## src/hw/simd_pkg.sv

```systemverilog
// datapath types for the two-lane SIMD unit; widths are fixed, element 0 is the low half of a word
package simd_pkg;

  localparam int ELEM_W = 32;

  typedef logic [ELEM_W-1:0] elem_t;

  // packed pair, index 0 is the low element
  typedef elem_t [1:0] word_t;

  typedef logic [2*ELEM_W-1:0] prod_t;

  // bit 0/1 element equal, bit 2/3 element signed less-than
  typedef logic [3:0] flags_t;

  typedef enum logic [3:0] {
    OP_ADD   = 4'd0,
    OP_SUB   = 4'd1,
    OP_RSUB  = 4'd2,
    OP_AND   = 4'd3,
    OP_OR    = 4'd4,
    OP_XOR   = 4'd5,
    OP_ANDN  = 4'd6,
    OP_CMP   = 4'd7,
    OP_SWAP  = 4'd8,
    OP_DUP   = 4'd9,
    OP_MULLO = 4'd10,
    OP_MULHI = 4'd11,
    OP_COPY  = 4'd12
  } op_code_e;

  // lane 1 functions
  typedef enum logic [3:0] {
    ALU_ADD,
    ALU_SUB,
    ALU_RSUB,
    ALU_AND,
    ALU_OR,
    ALU_XOR,
    ALU_ANDN,
    ALU_CMP,
    ALU_SWAP,
    ALU_DUP,
    ALU_ZERO
  } alu_func_e;

  // lane 2 functions
  typedef enum logic [1:0] {
    MUL_LO,
    MUL_HI,
    MUL_COPY,
    MUL_ZERO
  } mul_func_e;

endpackage

```

## src/hw/route_pkg.sv

```systemverilog
// operand routing and lane request/result bundles; forwarding only sees the two lane result registers
package route_pkg;

  // encoding 3 is unused and falls back to the port
  typedef enum logic [1:0] {
    FWD_PORT  = 2'd0,
    FWD_LANE1 = 2'd1,
    FWD_LANE2 = 2'd2
  } fwd_sel_e;

  typedef struct packed {
    logic                en;
    simd_pkg::op_code_e  op;
    simd_pkg::word_t     a;
    simd_pkg::word_t     b;
    simd_pkg::word_t     bx;
    logic                use_bx;
    fwd_sel_e            fwd_a;
    fwd_sel_e            fwd_b;
  } lane_req_t;

  typedef struct packed {
    logic            valid;
    simd_pkg::word_t data;
  } lane_res_t;

endpackage

```

## src/hw/result_stage.sv

```systemverilog
// result registers double as forwarding sources; they only change on a valid lane result
`timescale 1ns/1ns

module result_stage (
  input  logic                 clk,
  input  logic                 rst,
  input  logic                 v1,
  input  logic                 v2,
  input  simd_pkg::word_t      r1,
  input  simd_pkg::word_t      r2,
  input  simd_pkg::flags_t     flags_in,
  input  logic                 flags_we,
  output route_pkg::lane_res_t res1,
  output route_pkg::lane_res_t res2,
  output simd_pkg::flags_t     flags,
  output logic                 flags_valid
);

  logic flags_load;

  // only lane 1 can produce flags
  assign flags_load = v1 & flags_we;

  always_ff @(posedge clk) begin
    if (rst) begin
      res1        <= '0;
      res2        <= '0;
      flags       <= '0;
      flags_valid <= 1'b0;
    end else begin
      res1.valid  <= v1;
      res2.valid  <= v2;
      flags_valid <= flags_load;
      if (v1) begin
        res1.data <= r1;
      end
      if (v2) begin
        res2.data <= r2;
      end
      // held until the next compare
      if (flags_load) begin
        flags <= flags_in;
      end
    end
  end

endmodule

```

## config.mk

```make
export PLATFORM = sky130hd
export DESIGN_NAME = result_stage
export DESIGN_NICKNAME = d
export VERILOG_FILES = /design/src/hw/simd_pkg.sv /design/src/hw/route_pkg.sv /design/src/hw/result_stage.sv
export SDC_FILE = /design/constraint.sdc
export NUM_CORES = 1
export LEC_CHECK = 0
export ABC_CLOCK_PERIOD_IN_PS = 1000
export BUFFER_PORTS_ARGS = -buffer_cell sky130_fd_sc_hd__buf_2
export CAP_MARGIN = 20
export CELL_PAD_IN_SITES_DETAIL_PLACEMENT = 0
export CELL_PAD_IN_SITES_GLOBAL_PLACEMENT = 2
export CORE_UTILIZATION = 25
export DETAILED_ROUTE_END_ITERATION = 7
export GPL_TIMING_DRIVEN = 0
export PLACE_DENSITY_LB_ADDON = 0.1
export SLEW_MARGIN = 20
export SYNTH_ARGS = -nofsm -noshare
export SYNTH_HDL_FRONTEND = slang
export SYNTH_SLANG_ARGS = --single-unit
```

## constraint.sdc

```tcl
create_clock -name clk -period 1 [get_ports clk]
set_input_delay 0.15 -clock clk [delete_from_list [all_inputs] [get_ports clk]]
set_output_delay 0.15 -clock clk [all_outputs]
set_load 0.02 [all_outputs]
```

==> results.cfg <==
[sta]
finalMaxSlewViolations = 0
period_share_pct = 102
hold_slack_ps = 4.84
worstMarginPinSlew_ps = 483
fin_ws_ps = -19.0
slew_headroom_pct = 67.8
hold_viol_final = 0
fmax_ghz = 0.981
setup_viol = 90
finalCriticalPeriod_ps = 1020
fin_skew_ps = 0
rsz0062_at_grt = true

[grt]
grt_pass1_vias = 4923
grt_pass1_wl_mm = 24.0
antenna_found_initial = 0
overflow = 0
grt_max_degree = 17
grt_usage_pct = 15.4

[die]
die_width_um = 141
start_util_pct = 25.6
fp-row-count = 50
die_h_um = 141
coreArea_mm2 = 0.0188
dieArea_mm2 = 0.0198
io_pins = 272

[cts]
cts.sinks = 135
cts_made_buffers = 17
htreeDepth = 4
cts_tree = yes
cts-root-buf = clkbuf_16
clk_latency_ps = 400
path_clk_slew_ps = 60
clockBufferDepth = 2

[worst_setup_path]
ff2ff_path_depth = 4
startpoint_type = flip-flop
crit_chain = buf_6
path_delay_family = flip-flops
max_stage_delay_ps = 350
cp_slowest_cell = dfxtp_2
reg2reg_from = flags[1]
required_ps = 850
endpoint_kind = output port
worstSetupPathType = flip-flop to output port
path_max_fanout = 2
r2r_end = flags[1]
arrival_ps = 870
r2r_slack_ps = 80
path_buf_inv = 1

[hold_path]
hold_class = primary input to flip-flop
min_to = res2[27]
whs_path_depth = 3
hold_start = r2[27]

[finish]
diodes = 0
layout.cells.non_filler = 1115
nNetsFinal = 1005
syn_to_final_growth_pct = 96.6
drive_gt1_share_pct = 53.5
layout_commonest_cell = buf_6
final_util_pct = 50.4
final_cell_area_mm2 = 0.00945
layout_common_cells = buf_6 (142), buf_2 (141), dfxtp_2 (135)

[routing]
route.antenna.remaining_nets = 0
wire_per_inst_um = 13.6
routed-via-count = 4599
route.detailed.drc = 0
viasPerCell = 4.12
firstDrtPassIters = 4
first_iter_violations = 113
routed_wl_mm = 15.2

[place]
gp_congestion = 0.711
placement.cell_area_mm2 = 0.00644
dp_hpwl_mm = 10.4
post-place-ws_ps = -216
dp.cells = 939
port_buffers = 267

[status]
status = complete, but fails checks
violations = negative setup slack

[synth]
synth_nets = 575
synth_area_per_cell_um2 = 11.0
post-synth-top-area-cell = dfxtp_1
synth_area_leaders = dfxtp_1 (56%), mux2i_1 (27%), nor2_1 (10%)
post_synth_num_cell_types = 13
syn_area_mm2 = 0.00481
synth_warnings = 0
synth_seq_cells = 135
synth_cells = 438
ys_seq_area_share_pct = 56.2
yosys.area.top_type_share_pct = 56.2

[pwr]
powerDensity_mw_per_mm2 = 1580
peakVddDrop_mv = 1.05
p_leak_nw = 4.57

[flow_run]
cap_viol_max_count = 0
worst max-delay path by stage:
| stage | start | end | slack, ps | depth (start not counted) |
|---|---|---|---|---|
| 6_report | res2[52] | res2[52] | -20 | 1 |
| 4_1_cts | res1[31] | res1[31] | -40 | 1 |
| 3_5_place_dp | rst | res1[19] | -220 | 4 |
| 3_3_place_gp | rst | res1[24] | -170 | 4 |
| 5_1_grt | res2[44] | res2[44] | -70 | 1 |
| 2_1_floorplan | rst | res1[0] | 180 | 4 |
power breakdown:
part | internal [mW] | switching, mW
Clock | 3.97 | 2.37
Combinational | 1.50 | 1.12
Sequential | 5.77 | 0.223
cells in the mapped netlist, drive strengths merged:
library cell	count
a21bo	4
a21oi	4
buf	23
clkbuf	8
dfxtp	135
mux2i	128
nand2	1
nand3	4
nor2	129
nor2b	2
repair_timing:
item / in CTS / in global routing
hold buffers: 129 / 0
resized for setup: 405 / 0
hold endpoints to repair: 129 / 0
buffers inserted: 4 / 11
setup endpoints to repair: 135 / 135
final cells by class:
cell class                 count  area [um^2]
fill                        1742         9320
timing repair buffer         411         3580
sequential                   135         2870
multi-input combinational    272         1860
clock buffer                  19          443
tap                          234          293
buffer                        31          244
clock inverter                13          155
flip-flops by register name, indices dropped and copies added, names as in the netlist:
signal       count
flags_valid      1
res2            65
flags            4
res1            65
routing by layer:
layer	track usage, %	vias up	wire length, um
li1	-	2310	-
met1	16.9	2101	6320
met2	27.4	169	7560
met3	4.89	19	1000
met4	6.46	0	286
met5	0	-	0
tightest hold or removal path: cells and delay by family:
family | cells | cell delay [ps]
AND/OR/NAND/NOR | 1 | 90
multiplexers | 1 | 60
buffers and inverters | 1 | 80
through the flow:
step	total power, mW	setup TNS, ps
after floorplan	7.05	0
after global placement	7.76	-8020
after detailed placement	7.79	-12870
after CTS	15.1	-3680
after global routing	15.7	-6060
final	15.0	-587
kinds of logic (layout without fill, tap and decap cells):
group | count (synthesis) | in the layout | share of synthesized area, %
and+or+nand+nor | 136 | 136 | 10.8
DFF | 135 | 135 | 56.2
muxes | 128 | 128 | 26.6
buffers and inverters | 31 | 474 | 5.07
AOI/OAI and AO/OA | 8 | 8 | 1.25
Note: power is estimated with default switching activity, not from simulation.
