==> src/hw/simd_pkg.sv <==
// datapath types for the two-lane SIMD unit; widths are fixed, element 0 is the low half of a word
package simd_pkg;

  localparam int ELEM_W = 32;

  typedef logic [ELEM_W-1:0] elem_t;

  // packed pair, index 0 is the low element
  typedef elem_t [1:0] word_t;

  typedef logic [2*ELEM_W-1:0] prod_t;

  // bit 0/1 element equal, bit 2/3 element signed less-than
  typedef logic [3:0] flags_t;

  typedef enum logic [3:0] {
    OP_ADD   = 4'd0,
    OP_SUB   = 4'd1,
    OP_RSUB  = 4'd2,
    OP_AND   = 4'd3,
    OP_OR    = 4'd4,
    OP_XOR   = 4'd5,
    OP_ANDN  = 4'd6,
    OP_CMP   = 4'd7,
    OP_SWAP  = 4'd8,
    OP_DUP   = 4'd9,
    OP_MULLO = 4'd10,
    OP_MULHI = 4'd11,
    OP_COPY  = 4'd12
  } op_code_e;

  // lane 1 functions
  typedef enum logic [3:0] {
    ALU_ADD,
    ALU_SUB,
    ALU_RSUB,
    ALU_AND,
    ALU_OR,
    ALU_XOR,
    ALU_ANDN,
    ALU_CMP,
    ALU_SWAP,
    ALU_DUP,
    ALU_ZERO
  } alu_func_e;

  // lane 2 functions
  typedef enum logic [1:0] {
    MUL_LO,
    MUL_HI,
    MUL_COPY,
    MUL_ZERO
  } mul_func_e;

endpackage

==> src/hw/alu_lane.sv <==
// lane 1 execute, combinational; flags_we is raw and must be qualified with the lane valid
`timescale 1ns/1ns

module alu_lane (
  input  simd_pkg::word_t     a,
  input  simd_pkg::word_t     b,
  input  simd_pkg::alu_func_e func,
  output simd_pkg::word_t     res,
  output simd_pkg::flags_t    flags,
  output logic                flags_we
);

  // per element, wraps modulo 2^32
  always_comb begin
    for (int i = 0; i < 2; i++) begin
      case (func)
        simd_pkg::ALU_ADD:  res[i] = a[i] + b[i];
        simd_pkg::ALU_SUB:  res[i] = a[i] - b[i];
        simd_pkg::ALU_RSUB: res[i] = b[i] - a[i];
        simd_pkg::ALU_AND:  res[i] = a[i] & b[i];
        simd_pkg::ALU_OR:   res[i] = a[i] | b[i];
        simd_pkg::ALU_XOR:  res[i] = a[i] ^ b[i];
        simd_pkg::ALU_ANDN: res[i] = a[i] & ~b[i];
        // compare passes A through
        simd_pkg::ALU_CMP:  res[i] = a[i];
        simd_pkg::ALU_SWAP: res[i] = a[1-i];
        simd_pkg::ALU_DUP:  res[i] = a[0];
        default:            res[i] = '0;
      endcase
    end
  end

  // eq in the low two bits, signed lt above
  for (genvar i = 0; i < 2; i++) begin : g_flag
    assign flags[i]   = (a[i] == b[i]);
    assign flags[2+i] = ($signed(a[i]) < $signed(b[i]));
  end

  assign flags_we = (func == simd_pkg::ALU_CMP);

endmodule

==> config.mk <==
export PLATFORM = sky130hd
export DESIGN_NAME = alu_lane
export DESIGN_NICKNAME = d
export VERILOG_FILES = /design/src/hw/simd_pkg.sv /design/src/hw/alu_lane.sv
export SDC_FILE = /design/constraint.sdc
export NUM_CORES = 1
export LEC_CHECK = 0
export BUFFER_PORTS_ARGS = -buffer_cell sky130_fd_sc_hd__buf_2
export CORE_MARGIN = 5
export CORE_UTILIZATION = 60
export DETAILED_ROUTE_END_ITERATION = 10
export GPL_TIMING_DRIVEN = 0
export PLACE_DENSITY_LB_ADDON = 0.25
export SLEW_MARGIN = 10
export SYNTH_ARGS = -nofsm -noshare
export SYNTH_HDL_FRONTEND = slang
export SYNTH_SLANG_ARGS = --single-unit
==> constraint.sdc <==
create_clock -name vclk -period 5
set_clock_uncertainty 0.15 [all_clocks]
set_input_delay 0.25 -clock vclk [all_inputs]
set_output_delay 0.25 -clock vclk [all_outputs]
set_load 0.02 [all_outputs]
==> impl_metrics.toml <==
[yosys]
avgSynthCellArea_um2 = 6.661
netlist.area_leader.share = 0.2086
synth_nets = 2057
ys_seq_area_frac = 0
syn_area_um2 = 11520
yosysTopAreaCell = "ha_1"
netlist-cell-type-count = 83
syn_inst = 1729
synthTopCellsByArea = "ha_1, xnor2_1, o21ai_0"
yosysWarnings = 0

[pwr]
power_leakage_uw = 0.006020
total_power_uw = 1779
p_switching_uw = 1125
sequentialPowerShare = 0
combPwrFrac = 1.000
swShare = 0.6324
p_per_area_nw_per_um2 = 136.6
internal_power_uw = 654.2
p_clk_frac = 0
ir_drop_v = 0.00007598

[setup_path]
crit_slowest_cell = "clkbuf_2"
crit_chain = "clkbuf_1, nor3_1, and2_2, clkbuf_2, a21oi_1, xnor2_1, ha_1, nand2_1, o21ai_0, a21o_1, a31oi_2, o31a_1, o31ai_1, o211ai_1, o21ai_0, xnor2_1, o221ai_1, buf_2"
crit_type = "in -> out"
cp.arrival_ns = 4.53
crit_end = "res[63]"
slowest_delay_ns = 0.44
crit_buf_inv = 3
startpoint = "func[3]"
start_kind = "input pin"
path_delay_family = "compound AO/OA/AOI/OAI gates"
critPathCaptureType = "primary output"
cp_data_required_time_ns = 4.60
crit_cells = 18
critPathMaxFanout = 10

[floorplan]
io_pins = 201
core_um2 = 18830
die_x_um = 148.5
start_util = 0.6116
row_count = 50
die_y_um = 148.5
die_area_um2 = 22060

[drt]
drt-wirelength-per-cell_um = 24.37
dr.first_iter.drc_count = 2225
wl_mm = 53.31
vias = 15160
drc = 0
dr.pass1.iters = 8
antenna_left = 0
viasPerCell = 6.930

[timing]
setup_viol = 0
setup-tns-final_ns = 0
post-route-period-util = 0.9867
rsz0062_at_grt = "true"
hold_viol = 0
relSlewSlack = 0.09574
drv_slew = 0
layout_min_cycle_time_ns = 4.933
fmax_ghz = 0.2027
worst_slew_pin_slew_ns = 1.346

[cells_and_area]
seq_cell_count = 0
nets = 2256
multiInputGateArea_um2 = 10650
seqCellArea_um2 = 0
areaGrowthSynthToFinish_pct = 13.12
design_area_um2 = 13030
clkbuf_count = 0
drive_gt1_frac = 0.1324
fill_cells = 1681
utilization = 0.6918
mostFrequentLayoutCell = "buf_2"
layout_common_cells = "buf_2, inv_1, ha_1"

[placement]
post-dp-hpwl_mm = 42.16
gp_congestion = 1.074
portBuffers = 197
place_area_um2 = 12830

[grt]
grt_use_total = 0.4450
use_met1 = 0.5912
use_met2 = 0.6499
grt_overflow_total = 0
grtUsageMet3 = 0.1319
grt_pass1_vias = 13710
top_usage_layer = "met2"
grt_max_degree = 11
antenna_found_initial = 2
grt_first_pass_wirelength_mm = 77.77

[flow_run]
cap_violations = 0

[hold_path]
hp-class = "in -> out"

[run_status]
status = "finished, final reports clean"
-- cells in the mapped netlist (all sizes together), types with 4 or more instances --
library cell / instances
nand3b: 4
nor4: 19
fa: 4
o21a: 9
o21bai: 21
a31oi: 21
nand4: 6
mux2i: 5
a21oi: 133
a21o: 40
o31a: 8
a22oi: 48
o311ai: 6
inv: 194
a211oi: 23
o22ai: 4
nor2b: 17
nor3: 28
xor2: 29
o41ai: 9
o2111ai: 9
xnor2: 132
o21ai: 172
nand2: 116
and2: 5
nand2b: 23
nand3: 29
a221o: 6
o31ai: 19
clkbuf: 72
nor3b: 4
o221ai: 29
o211ai: 45
and3: 7
nor2: 143
or3: 19
a41oi: 5
ha: 192
a221oi: 39
-- per-stage QoR --
stage / setup slack (ns) / hold slack [ns] / std cells
2_1_floorplan: 0.6925 / 0.5557 / 1729
3_3_place_gp: -0.7654 / 0.8008 / 2186
3_5_place_dp: -0.8907 / 0.7971 / 2186
4_1_cts: 0.01369 / 0.7997 / 2185
5_1_grt: -0.07669 / 0.8266 / 2187
6_report: 0.06670 / 0.8052 / 2188
-- cell families (layout without fill, tap and decap cells) --
logic type                 Yosys count  after routing  synth area share
other                                0              2                 0
muxes                                5              5          0.004346
xor gates and xnor gates           161            161            0.1224
buffers and inverters              271            468           0.08909
AOI/OAI and AO/OA                  666            666            0.3925
and+or+nand+nor                    430            430            0.1760
adders and majority gates          196            196            0.2156
-- power by group through the flow --
stage                     Sequential, uW  Clock (uW)  Combinational (uW)
after floorplan                        0           0                1170
after global placement                 0           0                1650
after detailed placement               0           0                1680
after CTS                              0           0                1690
after global routing                   0   0.0000267                1890
final                                  0   0.0000535                1780
-- area by class of cell --
type / count / share of cell area
inverters: 196 / 0.05647
repair buffers: 199 / 0.07683
plain buffers: 73 / 0.02353
multi-input cells: 1458 / 0.8178
diodes: 2 / 0.0003842
well taps: 260 / 0.02497
-- metal layers --
metal | part of all wire | wire length (um)
met1 | 0.38 | 20020
met2 | 0.40 | 21270
met3 | 0.16 | 8726
met4 | 0.062 | 3298
met5 | 0 | 0
-- tightest hold or removal path: stages --
cell and delay (ns):
buf_2 0.13, a22oi_1 0.09, o221ai_1 0.07, buf_2 0.17
-- worst min-delay path by stage --
stage           from      end  slack, ns  cells past startpoint
6_report        a[0]  res[32]       0.81                      4
5_1_grt         a[0]  res[32]       0.83                      4
4_1_cts         a[0]  res[32]       0.80                      4
3_5_place_dp    a[0]  res[32]       0.80                      4
3_3_place_gp   a[63]  res[63]       0.80                      4
2_1_floorplan  a[12]  res[12]       0.56                      2
-- what timing repair did --
item | 4_1_cts | 5_1_grt
buffers inserted | 0 | 2
pin swaps | 0 | 2
endpoints found under the setup margin | 25 | 15
hold buffers | 0 | 0
cloned | 0 | 0
gates resized for setup | 16 | 27
Note: power is estimated with default switching activity, not from simulation.
