## src/hw/simd_pkg.sv

```systemverilog
// datapath types for the two-lane SIMD unit; widths are fixed, element 0 is the low half of a word
package simd_pkg;

  localparam int ELEM_W = 32;

  typedef logic [ELEM_W-1:0] elem_t;

  // packed pair, index 0 is the low element
  typedef elem_t [1:0] word_t;

  typedef logic [2*ELEM_W-1:0] prod_t;

  // bit 0/1 element equal, bit 2/3 element signed less-than
  typedef logic [3:0] flags_t;

  typedef enum logic [3:0] {
    OP_ADD   = 4'd0,
    OP_SUB   = 4'd1,
    OP_RSUB  = 4'd2,
    OP_AND   = 4'd3,
    OP_OR    = 4'd4,
    OP_XOR   = 4'd5,
    OP_ANDN  = 4'd6,
    OP_CMP   = 4'd7,
    OP_SWAP  = 4'd8,
    OP_DUP   = 4'd9,
    OP_MULLO = 4'd10,
    OP_MULHI = 4'd11,
    OP_COPY  = 4'd12
  } op_code_e;

  // lane 1 functions
  typedef enum logic [3:0] {
    ALU_ADD,
    ALU_SUB,
    ALU_RSUB,
    ALU_AND,
    ALU_OR,
    ALU_XOR,
    ALU_ANDN,
    ALU_CMP,
    ALU_SWAP,
    ALU_DUP,
    ALU_ZERO
  } alu_func_e;

  // lane 2 functions
  typedef enum logic [1:0] {
    MUL_LO,
    MUL_HI,
    MUL_COPY,
    MUL_ZERO
  } mul_func_e;

endpackage

```

## src/hw/route_pkg.sv

```systemverilog
// operand routing and lane request/result bundles; forwarding only sees the two lane result registers
package route_pkg;

  // encoding 3 is unused and falls back to the port
  typedef enum logic [1:0] {
    FWD_PORT  = 2'd0,
    FWD_LANE1 = 2'd1,
    FWD_LANE2 = 2'd2
  } fwd_sel_e;

  typedef struct packed {
    logic                en;
    simd_pkg::op_code_e  op;
    simd_pkg::word_t     a;
    simd_pkg::word_t     b;
    simd_pkg::word_t     bx;
    logic                use_bx;
    fwd_sel_e            fwd_a;
    fwd_sel_e            fwd_b;
  } lane_req_t;

  typedef struct packed {
    logic            valid;
    simd_pkg::word_t data;
  } lane_res_t;

endpackage

```

## src/hw/op_decode.sv

```systemverilog
// issue stage; forwarding reads result registers at the issue edge, so dependents need 2 cycles
`timescale 1ns/1ns

module op_decode (
  input  logic                 clk,
  input  logic                 rst,
  input  route_pkg::lane_req_t req1,
  input  route_pkg::lane_req_t req2,
  input  simd_pkg::word_t      fb1,
  input  simd_pkg::word_t      fb2,
  output simd_pkg::word_t      a1,
  output simd_pkg::word_t      b1,
  output simd_pkg::word_t      a2,
  output simd_pkg::word_t      b2,
  output simd_pkg::alu_func_e  alu_func,
  output simd_pkg::mul_func_e  mul_func,
  output logic                 v1,
  output logic                 v2
);

  simd_pkg::word_t opa1;
  simd_pkg::word_t opb1;
  simd_pkg::word_t opa2;
  simd_pkg::word_t opb2;

  function automatic simd_pkg::word_t pick(
    input route_pkg::fwd_sel_e sel,
    input simd_pkg::word_t     port,
    input simd_pkg::word_t     lane1,
    input simd_pkg::word_t     lane2
  );
    case (sel)
      route_pkg::FWD_LANE1: pick = lane1;
      route_pkg::FWD_LANE2: pick = lane2;
      default:              pick = port;
    endcase
  endfunction

  // lane 2 opcodes land on ALU_ZERO
  function automatic simd_pkg::alu_func_e alu_map(input simd_pkg::op_code_e op);
    case (op)
      simd_pkg::OP_ADD:  alu_map = simd_pkg::ALU_ADD;
      simd_pkg::OP_SUB:  alu_map = simd_pkg::ALU_SUB;
      simd_pkg::OP_RSUB: alu_map = simd_pkg::ALU_RSUB;
      simd_pkg::OP_AND:  alu_map = simd_pkg::ALU_AND;
      simd_pkg::OP_OR:   alu_map = simd_pkg::ALU_OR;
      simd_pkg::OP_XOR:  alu_map = simd_pkg::ALU_XOR;
      simd_pkg::OP_ANDN: alu_map = simd_pkg::ALU_ANDN;
      simd_pkg::OP_CMP:  alu_map = simd_pkg::ALU_CMP;
      simd_pkg::OP_SWAP: alu_map = simd_pkg::ALU_SWAP;
      simd_pkg::OP_DUP:  alu_map = simd_pkg::ALU_DUP;
      default:           alu_map = simd_pkg::ALU_ZERO;
    endcase
  endfunction

  function automatic simd_pkg::mul_func_e mul_map(input simd_pkg::op_code_e op);
    case (op)
      simd_pkg::OP_MULLO: mul_map = simd_pkg::MUL_LO;
      simd_pkg::OP_MULHI: mul_map = simd_pkg::MUL_HI;
      simd_pkg::OP_COPY:  mul_map = simd_pkg::MUL_COPY;
      default:            mul_map = simd_pkg::MUL_ZERO;
    endcase
  endfunction

  // bx override wins over fwd_b
  assign opa1 = pick(req1.fwd_a, req1.a, fb1, fb2);
  assign opb1 = req1.use_bx ? req1.bx : pick(req1.fwd_b, req1.b, fb1, fb2);
  assign opa2 = pick(req2.fwd_a, req2.a, fb1, fb2);
  assign opb2 = req2.use_bx ? req2.bx : pick(req2.fwd_b, req2.b, fb1, fb2);

  always_ff @(posedge clk) begin
    if (rst) begin
      v1 <= 1'b0;
      v2 <= 1'b0;
    end else begin
      v1 <= req1.en;
      v2 <= req2.en;
    end
  end

  // operands and functions only move on issue
  always_ff @(posedge clk) begin
    if (req1.en) begin
      a1       <= opa1;
      b1       <= opb1;
      alu_func <= alu_map(req1.op);
    end
    if (req2.en) begin
      a2       <= opa2;
      b2       <= opb2;
      mul_func <= mul_map(req2.op);
    end
  end

endmodule

```

## config.mk

```make
export PLATFORM = sky130hd
export DESIGN_NAME = op_decode
export DESIGN_NICKNAME = d
export VERILOG_FILES = /design/src/hw/simd_pkg.sv /design/src/hw/route_pkg.sv /design/src/hw/op_decode.sv
export SDC_FILE = /design/constraint.sdc
export NUM_CORES = 1
export LEC_CHECK = 0
export ABC_AREA = 1
export BUFFER_PORTS_ARGS = -buffer_cell sky130_fd_sc_hd__buf_4
export CORE_AREA = 2 2 308 310
export CTS_BUF_LIST = sky130_fd_sc_hd__clkbuf_8
export DETAILED_ROUTE_END_ITERATION = 10
export DIE_AREA = 0 0 310 312
export PLACE_DENSITY = 0.5
export REMOVE_ABC_BUFFERS = 1
export SLEW_MARGIN = 15
export SYNTH_ARGS = -nofsm -noshare
export SYNTH_HDL_FRONTEND = slang
export SYNTH_SLANG_ARGS = --single-unit
```

## constraint.sdc

```tcl
create_clock -name clk -period 3.5 [get_ports clk]
set_clock_uncertainty 0.15 [all_clocks]
set_input_delay 0.35 -clock clk [delete_from_list [all_inputs] [get_ports clk]]
set_output_delay 0.35 -clock clk [all_outputs]
set_load 0.02 [all_outputs]
```

==> flow_summary.yaml, run 1 <==
pwr:
  p_per_area_nw_per_um2: 366
  p_total_mw: 10.9
  ir_drop_uv: 221
  p_leak_nw: 14.6
setup_path:
  cp-start-kind: "primary input"
  end_kind: "register"
  crit_fanout: 22
  critical_path_arrival_ns: 3.55
  critPathMaxStageDelay_ns: 0.55
  crit_path_top_delay_cell: "dlygate4sd3_1"
  crit_path_cell_trace: "buf_4 -> inv_1 -> ha_4 -> clkinv_2 -> buf_4 -> nand3_1 -> dlygate4sd3_1 -> nand2_1 -> dlygate4sd3_1 -> nand2_1 -> dlygate4sd3_1"
  critPathMostFrequentCell: "dlygate4sd3_1"
  cp_data_required_time_ns: 3.87
  worstSetupPathType: "in2reg"
final_layout:
  synthToLayoutAreaGrowth_pct: 82.0
  n_fill_cell: 10006
  fin_nets: 4053
  layout_common_cells: "nand2_1, buf_4, dlygate4sd3_1, edfxtp_1, inv_1"
  final_cell_count_no_fill: 4816
  final_common_cell: "nand2_1"
  drive_gt1_share_pct: 27.4
  fin_area_um2: 29900
  postLayoutCoreUtil_pct: 32.1
grt:
  grt_start_max_net_pins: 129
  grt_pass1_wl_um: 131000
  grt_pass1_vias: 20491
  grt_usage_pct: 18.2
  antenna_found_initial: 8
  gr-total-overflow: 0
floorplan:
  fp-row-count: 112
  dieHeight_um: 312
  fp.coreArea_um2: 93000
  die_width_um: 310
  dieArea_um2: 96700
  start_util_pct: 17.6
  ioPinCount: 798
timing:
  hold_viol: 0
  fmax_mhz: 314
  final.min_clock_period_ns: 3.18
  finalMaxSlewViolations: 0
  setup_violations: 0
  worst_slew_pin_slew_ns: 1.07
  rsz0062_at_grt: "false"
  max_slew_margin_pct: 28.8
  period_share_pct: 90.9
  setup_ws_ns: 0.320
route:
  drt_iter0_markers: 1533
  ant_nets: 0
  dr.pass1.iters: 5
  drt_drc_violations_left: 0
  vias: 20220
  drt_wl_total_um: 92400
  wl_per_cell_um: 19.2
  routed_via_density: 4.20
synth:
  ys_seq_area_share_pct: 48.2
  synthMuxAreaShare_pct: 0
  postSynthCellCount: 2227
  ys_warn_count: 0
  synth-compound-area-share_pct: 5.30
  synth_top_family_by_area: "simple AND/OR/NAND/NOR gates"
  synthSimpleGateAreaFrac_pct: 36.3
  avgSynthCellArea_um2: 7.37
  syn-cell-area_um2: 16400
  ys_ff_latch: 264
  synth-xor-area-share_pct: 0.0533
  ys_types: 16
  synth-adder-area-share_pct: 0.610
place:
  place_area_um2: 23600
  gp_congestion: 0.829
  port-buffer-count: 797
  placed_cells: 4183
  pre_cts_ws_ns: 1.16
  dpl.hpwl_um: 63100
flow_run:
  cap_violations: 0
clock_tree:
  cts-resized-gates: 0
  post-cts-setup-buffer-count: 0
  clockBufferDepth: 3
  cts_sinks: 264
  clk_pin_slew_ns: 0.06
  cts_tree: "built"
  cts-root-buf: "clkbuf_8"
  htree_levels: 2
  cts_buffers: 54
run_status:
  outcome: "completed"
min_path:
  hold_path.class: "in2reg"
[critical path, delay by kind of cell]
kind | cells | cell delay [ns]
simple gates | 3 | 0.19
buf+inv | 7 | 2.57
fa+ha+maj | 1 | 0.41
[final cells by class]
| class | instances | area, um^2 | share of cell area, % |
|---|---|---|---|
| multi-input cells | 1682 | 7040 | 23.6 |
| repair buffers | 1364 | 11800 | 39.5 |
| clock buffers | 57 | 785 | 2.63 |
| diodes | 6 | 15.0 | 0.0503 |
| flip-flops and latches | 264 | 7910 | 26.5 |
| clock inverters | 44 | 201 | 0.674 |
| inverters | 145 | 553 | 1.85 |
| well taps | 1254 | 1570 | 5.25 |
[final timing paths]
path / start / to / cells past startpoint
worst max-delay path: req1[0] / b1[14]$_DFFE_PP_ / 11
worst min-delay path: req1[201] / b1[49]$_DFFE_PP_ / 1
[per-layer routing]
layer,vias up,share of wire (%),GRT usage (%)
met2,999,50,32.3
met3,172,8.6,4.14
li1,9562,-,-
met4,6,3.4,6.80
met5,-,0.045,0
met1,9481,38,21.2
[through the flow]
| stage | hold slack [ns] | TNS [ns] |
|---|---|---|
| floorplan | 0.271 | -42.27 |
| global placement | 0.368 | 0 |
| detailed placement | 0.376 | 0 |
| CTS | 0.0335 | 0 |
| global route | 0.0640 | 0 |
| finish | 0.100 | 0 |
[state kept, by name, summed over array words and instances (netlist names)]
signal,cells
b1,64
a1,64
mul_func,2
a2,64
b2,64
alu_func,4
v2,1
v1,1
[synth_stat cells]
library cell | count | area [um^2]
nand2_1 | 1411 | 5300
buf_12 | 6 | 120
xor2_1 | 1 | 8.76
a21oi_1 | 69 | 345
buf_6 | 19 | 214
inv_2 | 4 | 15.0
inv_1 | 141 | 529
nand3_1 | 129 | 646
edfxtp_1 | 262 | 7870
buf_2 | 56 | 280
ha_1 | 8 | 100
nor2_1 | 3 | 11.3
buf_4 | 55 | 413
nand3b_1 | 1 | 7.51
a21oi_2 | 60 | 526
dfxtp_1 | 2 | 40.0
[repair_timing]
action                                 4_1_cts  5_1_grt
endpoints found under the hold margin      301        0
setup endpoints to repair                    0        0
hold buffers                               526        0
[kinds of logic after synthesis]
kind of cell    Yosys count
fa+ha+maj                 8
simple gates           1544
xor+xnor                  1
compound gates          129
buf+inv                 281
flops                   264
[report_power, final]
| part | switching (mW) | internal (mW) | total, mW | leakage (nW) |
|---|---|---|---|---|
| sequential | 0.119 | 3.90 | 4.02 | 2.56 |
| combinational | 1.98 | 1.78 | 3.76 | 11.5 |
| clock | 1.58 | 1.57 | 3.15 | 0.582 |
| total | 3.69 | 7.25 | 10.9 | 14.6 |
(Power assumes the default switching activity.)
==> inputs of run 2 (changes only) <==
BUFFER_PORTS_ARGS = -buffer_cell sky130_fd_sc_hd__buf_2   (was -buffer_cell sky130_fd_sc_hd__buf_4)
==> flow_summary.yaml, run 2 (synthesis results as in run 1) <==
run_status:
  outcome: "completed"
clock_tree:
  htree_levels: 2
  cts_sinks: 264
  cts_tree: "built"
  cts-root-buf: "clkbuf_8"
  cts_hold_buffers: 521
  cts-resized-gates: 0
  cts_buffers: 55
  post-cts-setup-buffer-count: 0
  clockBufferDepth: 3
  clk_pin_slew_ns: 0.06
final_layout:
  multi_input_area_um2: 7040
  n_fill_cell: 10205
  fin_nets: 4040
  drive_gt1_share_pct: 27.3
  synthToLayoutAreaGrowth_pct: 68.9
  final_common_cell: "nand2_1"
  layout_common_cells: "nand2_1, buf_2, dlygate4sd3_1, edfxtp_1, inv_1"
  layout.area.seq_um2: 7910
grt:
  grt_pass1_wl_um: 128000
  antenna_found_initial: 13
  grt_start_max_net_pins: 129
  grt_pass1_vias: 20409
  gr-total-overflow: 0
  grt_usage_pct: 17.8
place:
  dpl.hpwl_um: 60400
  port-buffer-count: 797
  gp_congestion: 0.856
timing:
  max_slew_margin_pct: 24.9
  worst_slew_pin_slew_ns: 1.13
  final.min_clock_period_ns: 2.20
  setup_violations: 0
  hold_viol: 0
  period_share_pct: 63.0
  hold_slack_ns: 0.0517
  rsz0062_at_grt: "false"
  finalMaxSlewViolations: 0
  fmax_mhz: 454
  setup_tns_ns: 0
floorplan:
  dieArea_um2: 96700
  die_width_um: 310
  dieHeight_um: 312
  start_util_pct: 17.6
  fp.coreArea_um2: 93000
  fp-row-count: 112
  ioPinCount: 798
route:
  drt_wl_total_um: 90500
  drt_drc_violations_left: 0
  dr.pass1.iters: 6
  ant_nets: 0
  drt_iter0_markers: 1457
  route.met2.wl_um: 43900
  wl_per_cell_um: 18.8
  wl_met3_um: 7560
  vias: 20205
  highest_layer: "met5"
  routed_via_density: 4.21
  drt-met1-wl_um: 35400
setup_path:
  worst-path-buf-inv: 5
  critPathMaxStageDelay_ns: 0.57
  end_kind: "register"
  crit_path_cell_trace: "buf_2 -> inv_1 -> ha_4 -> inv_4 -> buf_12 -> nand3_1 -> nand2_1 -> nand2_1 -> dlygate4sd3_1"
  crit_fanout: 33
  cp-start-kind: "primary input"
  crit_path_top_delay_cell: "dlygate4sd3_1"
  critPathMostFrequentCell: "nand2_1"
  path_delay_family: "buffers and inverters"
  critical_path_arrival_ns: 2.50
  worstSetupPathType: "in2reg"
  cp_data_required_time_ns: 3.79
pwr:
  p_leak_nw: 13.8
  ir_drop_uv: 248
  p_per_area_nw_per_um2: 377
flow_run:
  cap_violations: 0
min_path:
  hold_path.class: "in2reg"
==> run 2: cell types whose count changed in the layout (fill, tap and decap cells not counted), sizes merged <==
cell / before / now
buf: 838 / 829
diode: 6 / 11
dlygate4sd3: 526 / 521
clkinv: 25 / 21
clkinvlp: 0 / 2
bufinv: 1 / 0
inv: 163 / 162
==> run 2: worst paths after layout <==
| check | start | endpoint | slack (ns) | depth (start not counted) |
|---|---|---|---|---|
| hold / removal | req2[14] | b2[9]$_DFFE_PP_ | 0.05 | 3 |
| setup / recovery | req1[0] | b1[56]$_DFFE_PP_ | 1.30 | 9 |
==> run 2: area by class of cell <==
type | count | area share (%)
repair buffers | 1350 | 34.9
flip-flops and latches | 264 | 28.5
multi-input cells | 1682 | 25.4
well taps | 1254 | 5.66
clock buffers | 57 | 2.83
inverters | 145 | 2.00
clock inverters | 40 | 0.591
diodes | 11 | 0.0992
==> run 2: metrics by stage <==
| stage | total power, mW | util, % | setup WS (ns) | instances | cell area (um^2) |
|---|---|---|---|---|---|
| after CTS | 10.5 | 29.8 | 1.37 | 4792 | 27700 |
| final | 10.5 | 29.8 | 1.30 | 4803 | 27700 |
| after floorplan | 5.30 | - | -0.662 | 2091 | 15400 |
| after global routing | 11.0 | 29.8 | 1.25 | 4802 | 27700 |
| after global placement | 6.75 | 23.2 | 1.11 | 4174 | 21500 |
| after detailed placement | 6.75 | 23.2 | 1.13 | 4174 | 21500 |
==> run 2: tightest hold or removal path: cells and delay by family <==
kind	cells	cell delay (ns)
simple gates	2	0.31
buf+inv	1	0.08
==> run 2: metal layers <==
metal	track usage [%]	vias to the layer above
li1	-	9535
met1	20.8	9422
met2	30.8	1058
met3	3.97	186
met4	8.00	4
met5	0	-
==> run 2: power by group <==
group | total [mW] | switching, mW | internal [mW]
combinational | 3.39 | 1.96 | 1.42
sequential | 4.01 | 0.111 | 3.90
clock | 3.06 | 1.57 | 1.49
==> inputs of run 3 (changes only) <==
PLACE_DENSITY = 0.51   (was 0.5)
clock period = 1.8 ns   (was 3.5 ns; I/O delays follow)
==> flow_summary.yaml, run 3 (synthesis results as in run 1) <==
timing:
  hold_viol: 0
  fmax_mhz: 552
  max_slew_margin_pct: 59.1
  period_share_pct: 101
  final.min_clock_period_ns: 1.81
  worst_slew_pin_slew_ns: 0.614
  setup_violations: 3
  setup_ws_ns: -0.0110
  rsz0062_at_grt: "false"
  hold_slack_ns: 0.127
  finalMaxSlewViolations: 0
final_layout:
  postLayoutCoreUtil_pct: 31.6
  fin_area_um2: 29400
  n_fill_cell: 10023
  synthToLayoutAreaGrowth_pct: 79.3
  layout.area.seq_um2: 7910
  layout_common_cells: "nand2_1, buf_2, dlygate4sd3_1, edfxtp_1, inv_1"
  final_common_cell: "nand2_1"
  fin_nets: 4196
  drive_gt1_share_pct: 28.1
  multi_input_area_um2: 7040
route:
  drt_iter0_markers: 1557
  vias: 21133
  routed_via_density: 4.26
  wl_per_cell_um: 18.6
  drt_drc_violations_left: 0
  dr.pass1.iters: 5
  ant_nets: 0
  drt_wl_total_um: 92300
clock_tree:
  clk_pin_slew_ns: 0.07
  clockBufferDepth: 3
  cts_tree: "built"
  htree_levels: 2
  cts-root-buf: "clkbuf_8"
  cts_sinks: 264
  cts_buffers: 54
  post-cts-setup-buffer-count: 0
grt:
  grt_pass1_vias: 21525
  antenna_found_initial: 20
  grt_usage_pct: 18.2
  grt_start_max_net_pins: 65
  grt_pass1_wl_um: 131000
  gr-total-overflow: 0
min_path:
  min_from: "req1[200]"
  min_to: "alu_func[3]$_DFFE_PP_"
  hold_path.class: "in2reg"
  worst_hold_path.num_cells: 2
pwr:
  ir_drop_uv: 396
  p_per_area_nw_per_um2: 712
  p_leak_nw: 14.6
setup_path:
  cp_data_required_time_ns: 2.09
  cp-start-kind: "primary input"
  worstSetupPathType: "in2reg"
  critical_path_arrival_ns: 2.10
  crit_fanout: 1
  end_kind: "register"
flow_run:
  cap_violations: 0
place:
  dpl.hpwl_um: 66100
  place_area_um2: 22300
  port-buffer-count: 797
  gp_congestion: 0.891
run_status:
  violations: "negative setup slack"
  outcome: "complete, but fails checks"
floorplan:
  dieHeight_um: 312
  die_width_um: 310
  start_util_pct: 17.6
  dieArea_um2: 96700
  fp.coreArea_um2: 93000
  fp-row-count: 112
  ioPinCount: 798
[run 3: worst max-delay path by stage]
stage	from	end	slack [ns]	cells after the start
floorplan	req2[0]	b2[0]$_DFFE_PP_	-2.19	6
global placement	req2[0]	b2[46]$_DFFE_PP_	0.09	8
detailed placement	req2[0]	b2[46]$_DFFE_PP_	0.09	8
CTS	b2[29]$_DFFE_PP_	b2[29]	-0.03	1
global route	req2[22]	b2[17]$_DFFE_PP_	0.0001	6
finish	req2[40]	b2[35]$_DFFE_PP_	-0.01	6
[run 3: power by group]
part           internal [mW]  total (mW)  switching, mW
combinational           3.12        7.01           3.89
clock                   3.05        6.13           3.09
sequential              7.59        7.82          0.232
total                   13.7        21.0           7.21
[run 3: routing by layer]
layer  vias up  global-route usage, %  wire length (um)  part of all wire [%]
li1       9855                      -                 -                     -
met1      9933                   20.5             35500                    38
met2      1068                   31.2             44000                    48
met3       269                   4.41              7530                   8.2
met4         8                   10.2              5180                   5.6
met5         -                      0                60                 0.065
[run 3: repair_timing]
item | in CTS | in global routing
resized for setup | 5 | 1
hold endpoints to repair | 484 | 1
hold buffers | 605 | 3
pin swaps | 0 | 0
setup endpoints to repair | 3 | 4
[run 3: critical path, stage by stage]
cell and delay [ns]:
dlygate4sd3_1 0.56, buf_2 0.14, nand2_1 0.06, dlygate4sd3_1 0.56, nand2_1 0.05, dlygate4sd3_1 0.55
[run 3: layout make-up]
cell class,instances,share of cell area (%)
sequential,264,26.9
clock inverter,42,0.672
tap,1254,5.33
inverter,145,1.87
antenna,13,0.111
clock buffer,57,2.67
timing repair buffer,1507,38.6
multi-input combinational,1682,23.9
[run 3: stage by stage]
step           power, mW  setup WS (ns)  instances  TNS [ns]
2_1_floorplan       10.3          -2.19       2091   -306.79
3_3_place_gp        13.3         0.0917       4247         0
3_5_place_dp        13.4         0.0865       4247         0
4_1_cts             21.1        -0.0272       4951   -0.0272
5_1_grt             21.9       0.000108       4964         0
6_report            21.0        -0.0110       4964   -0.0218
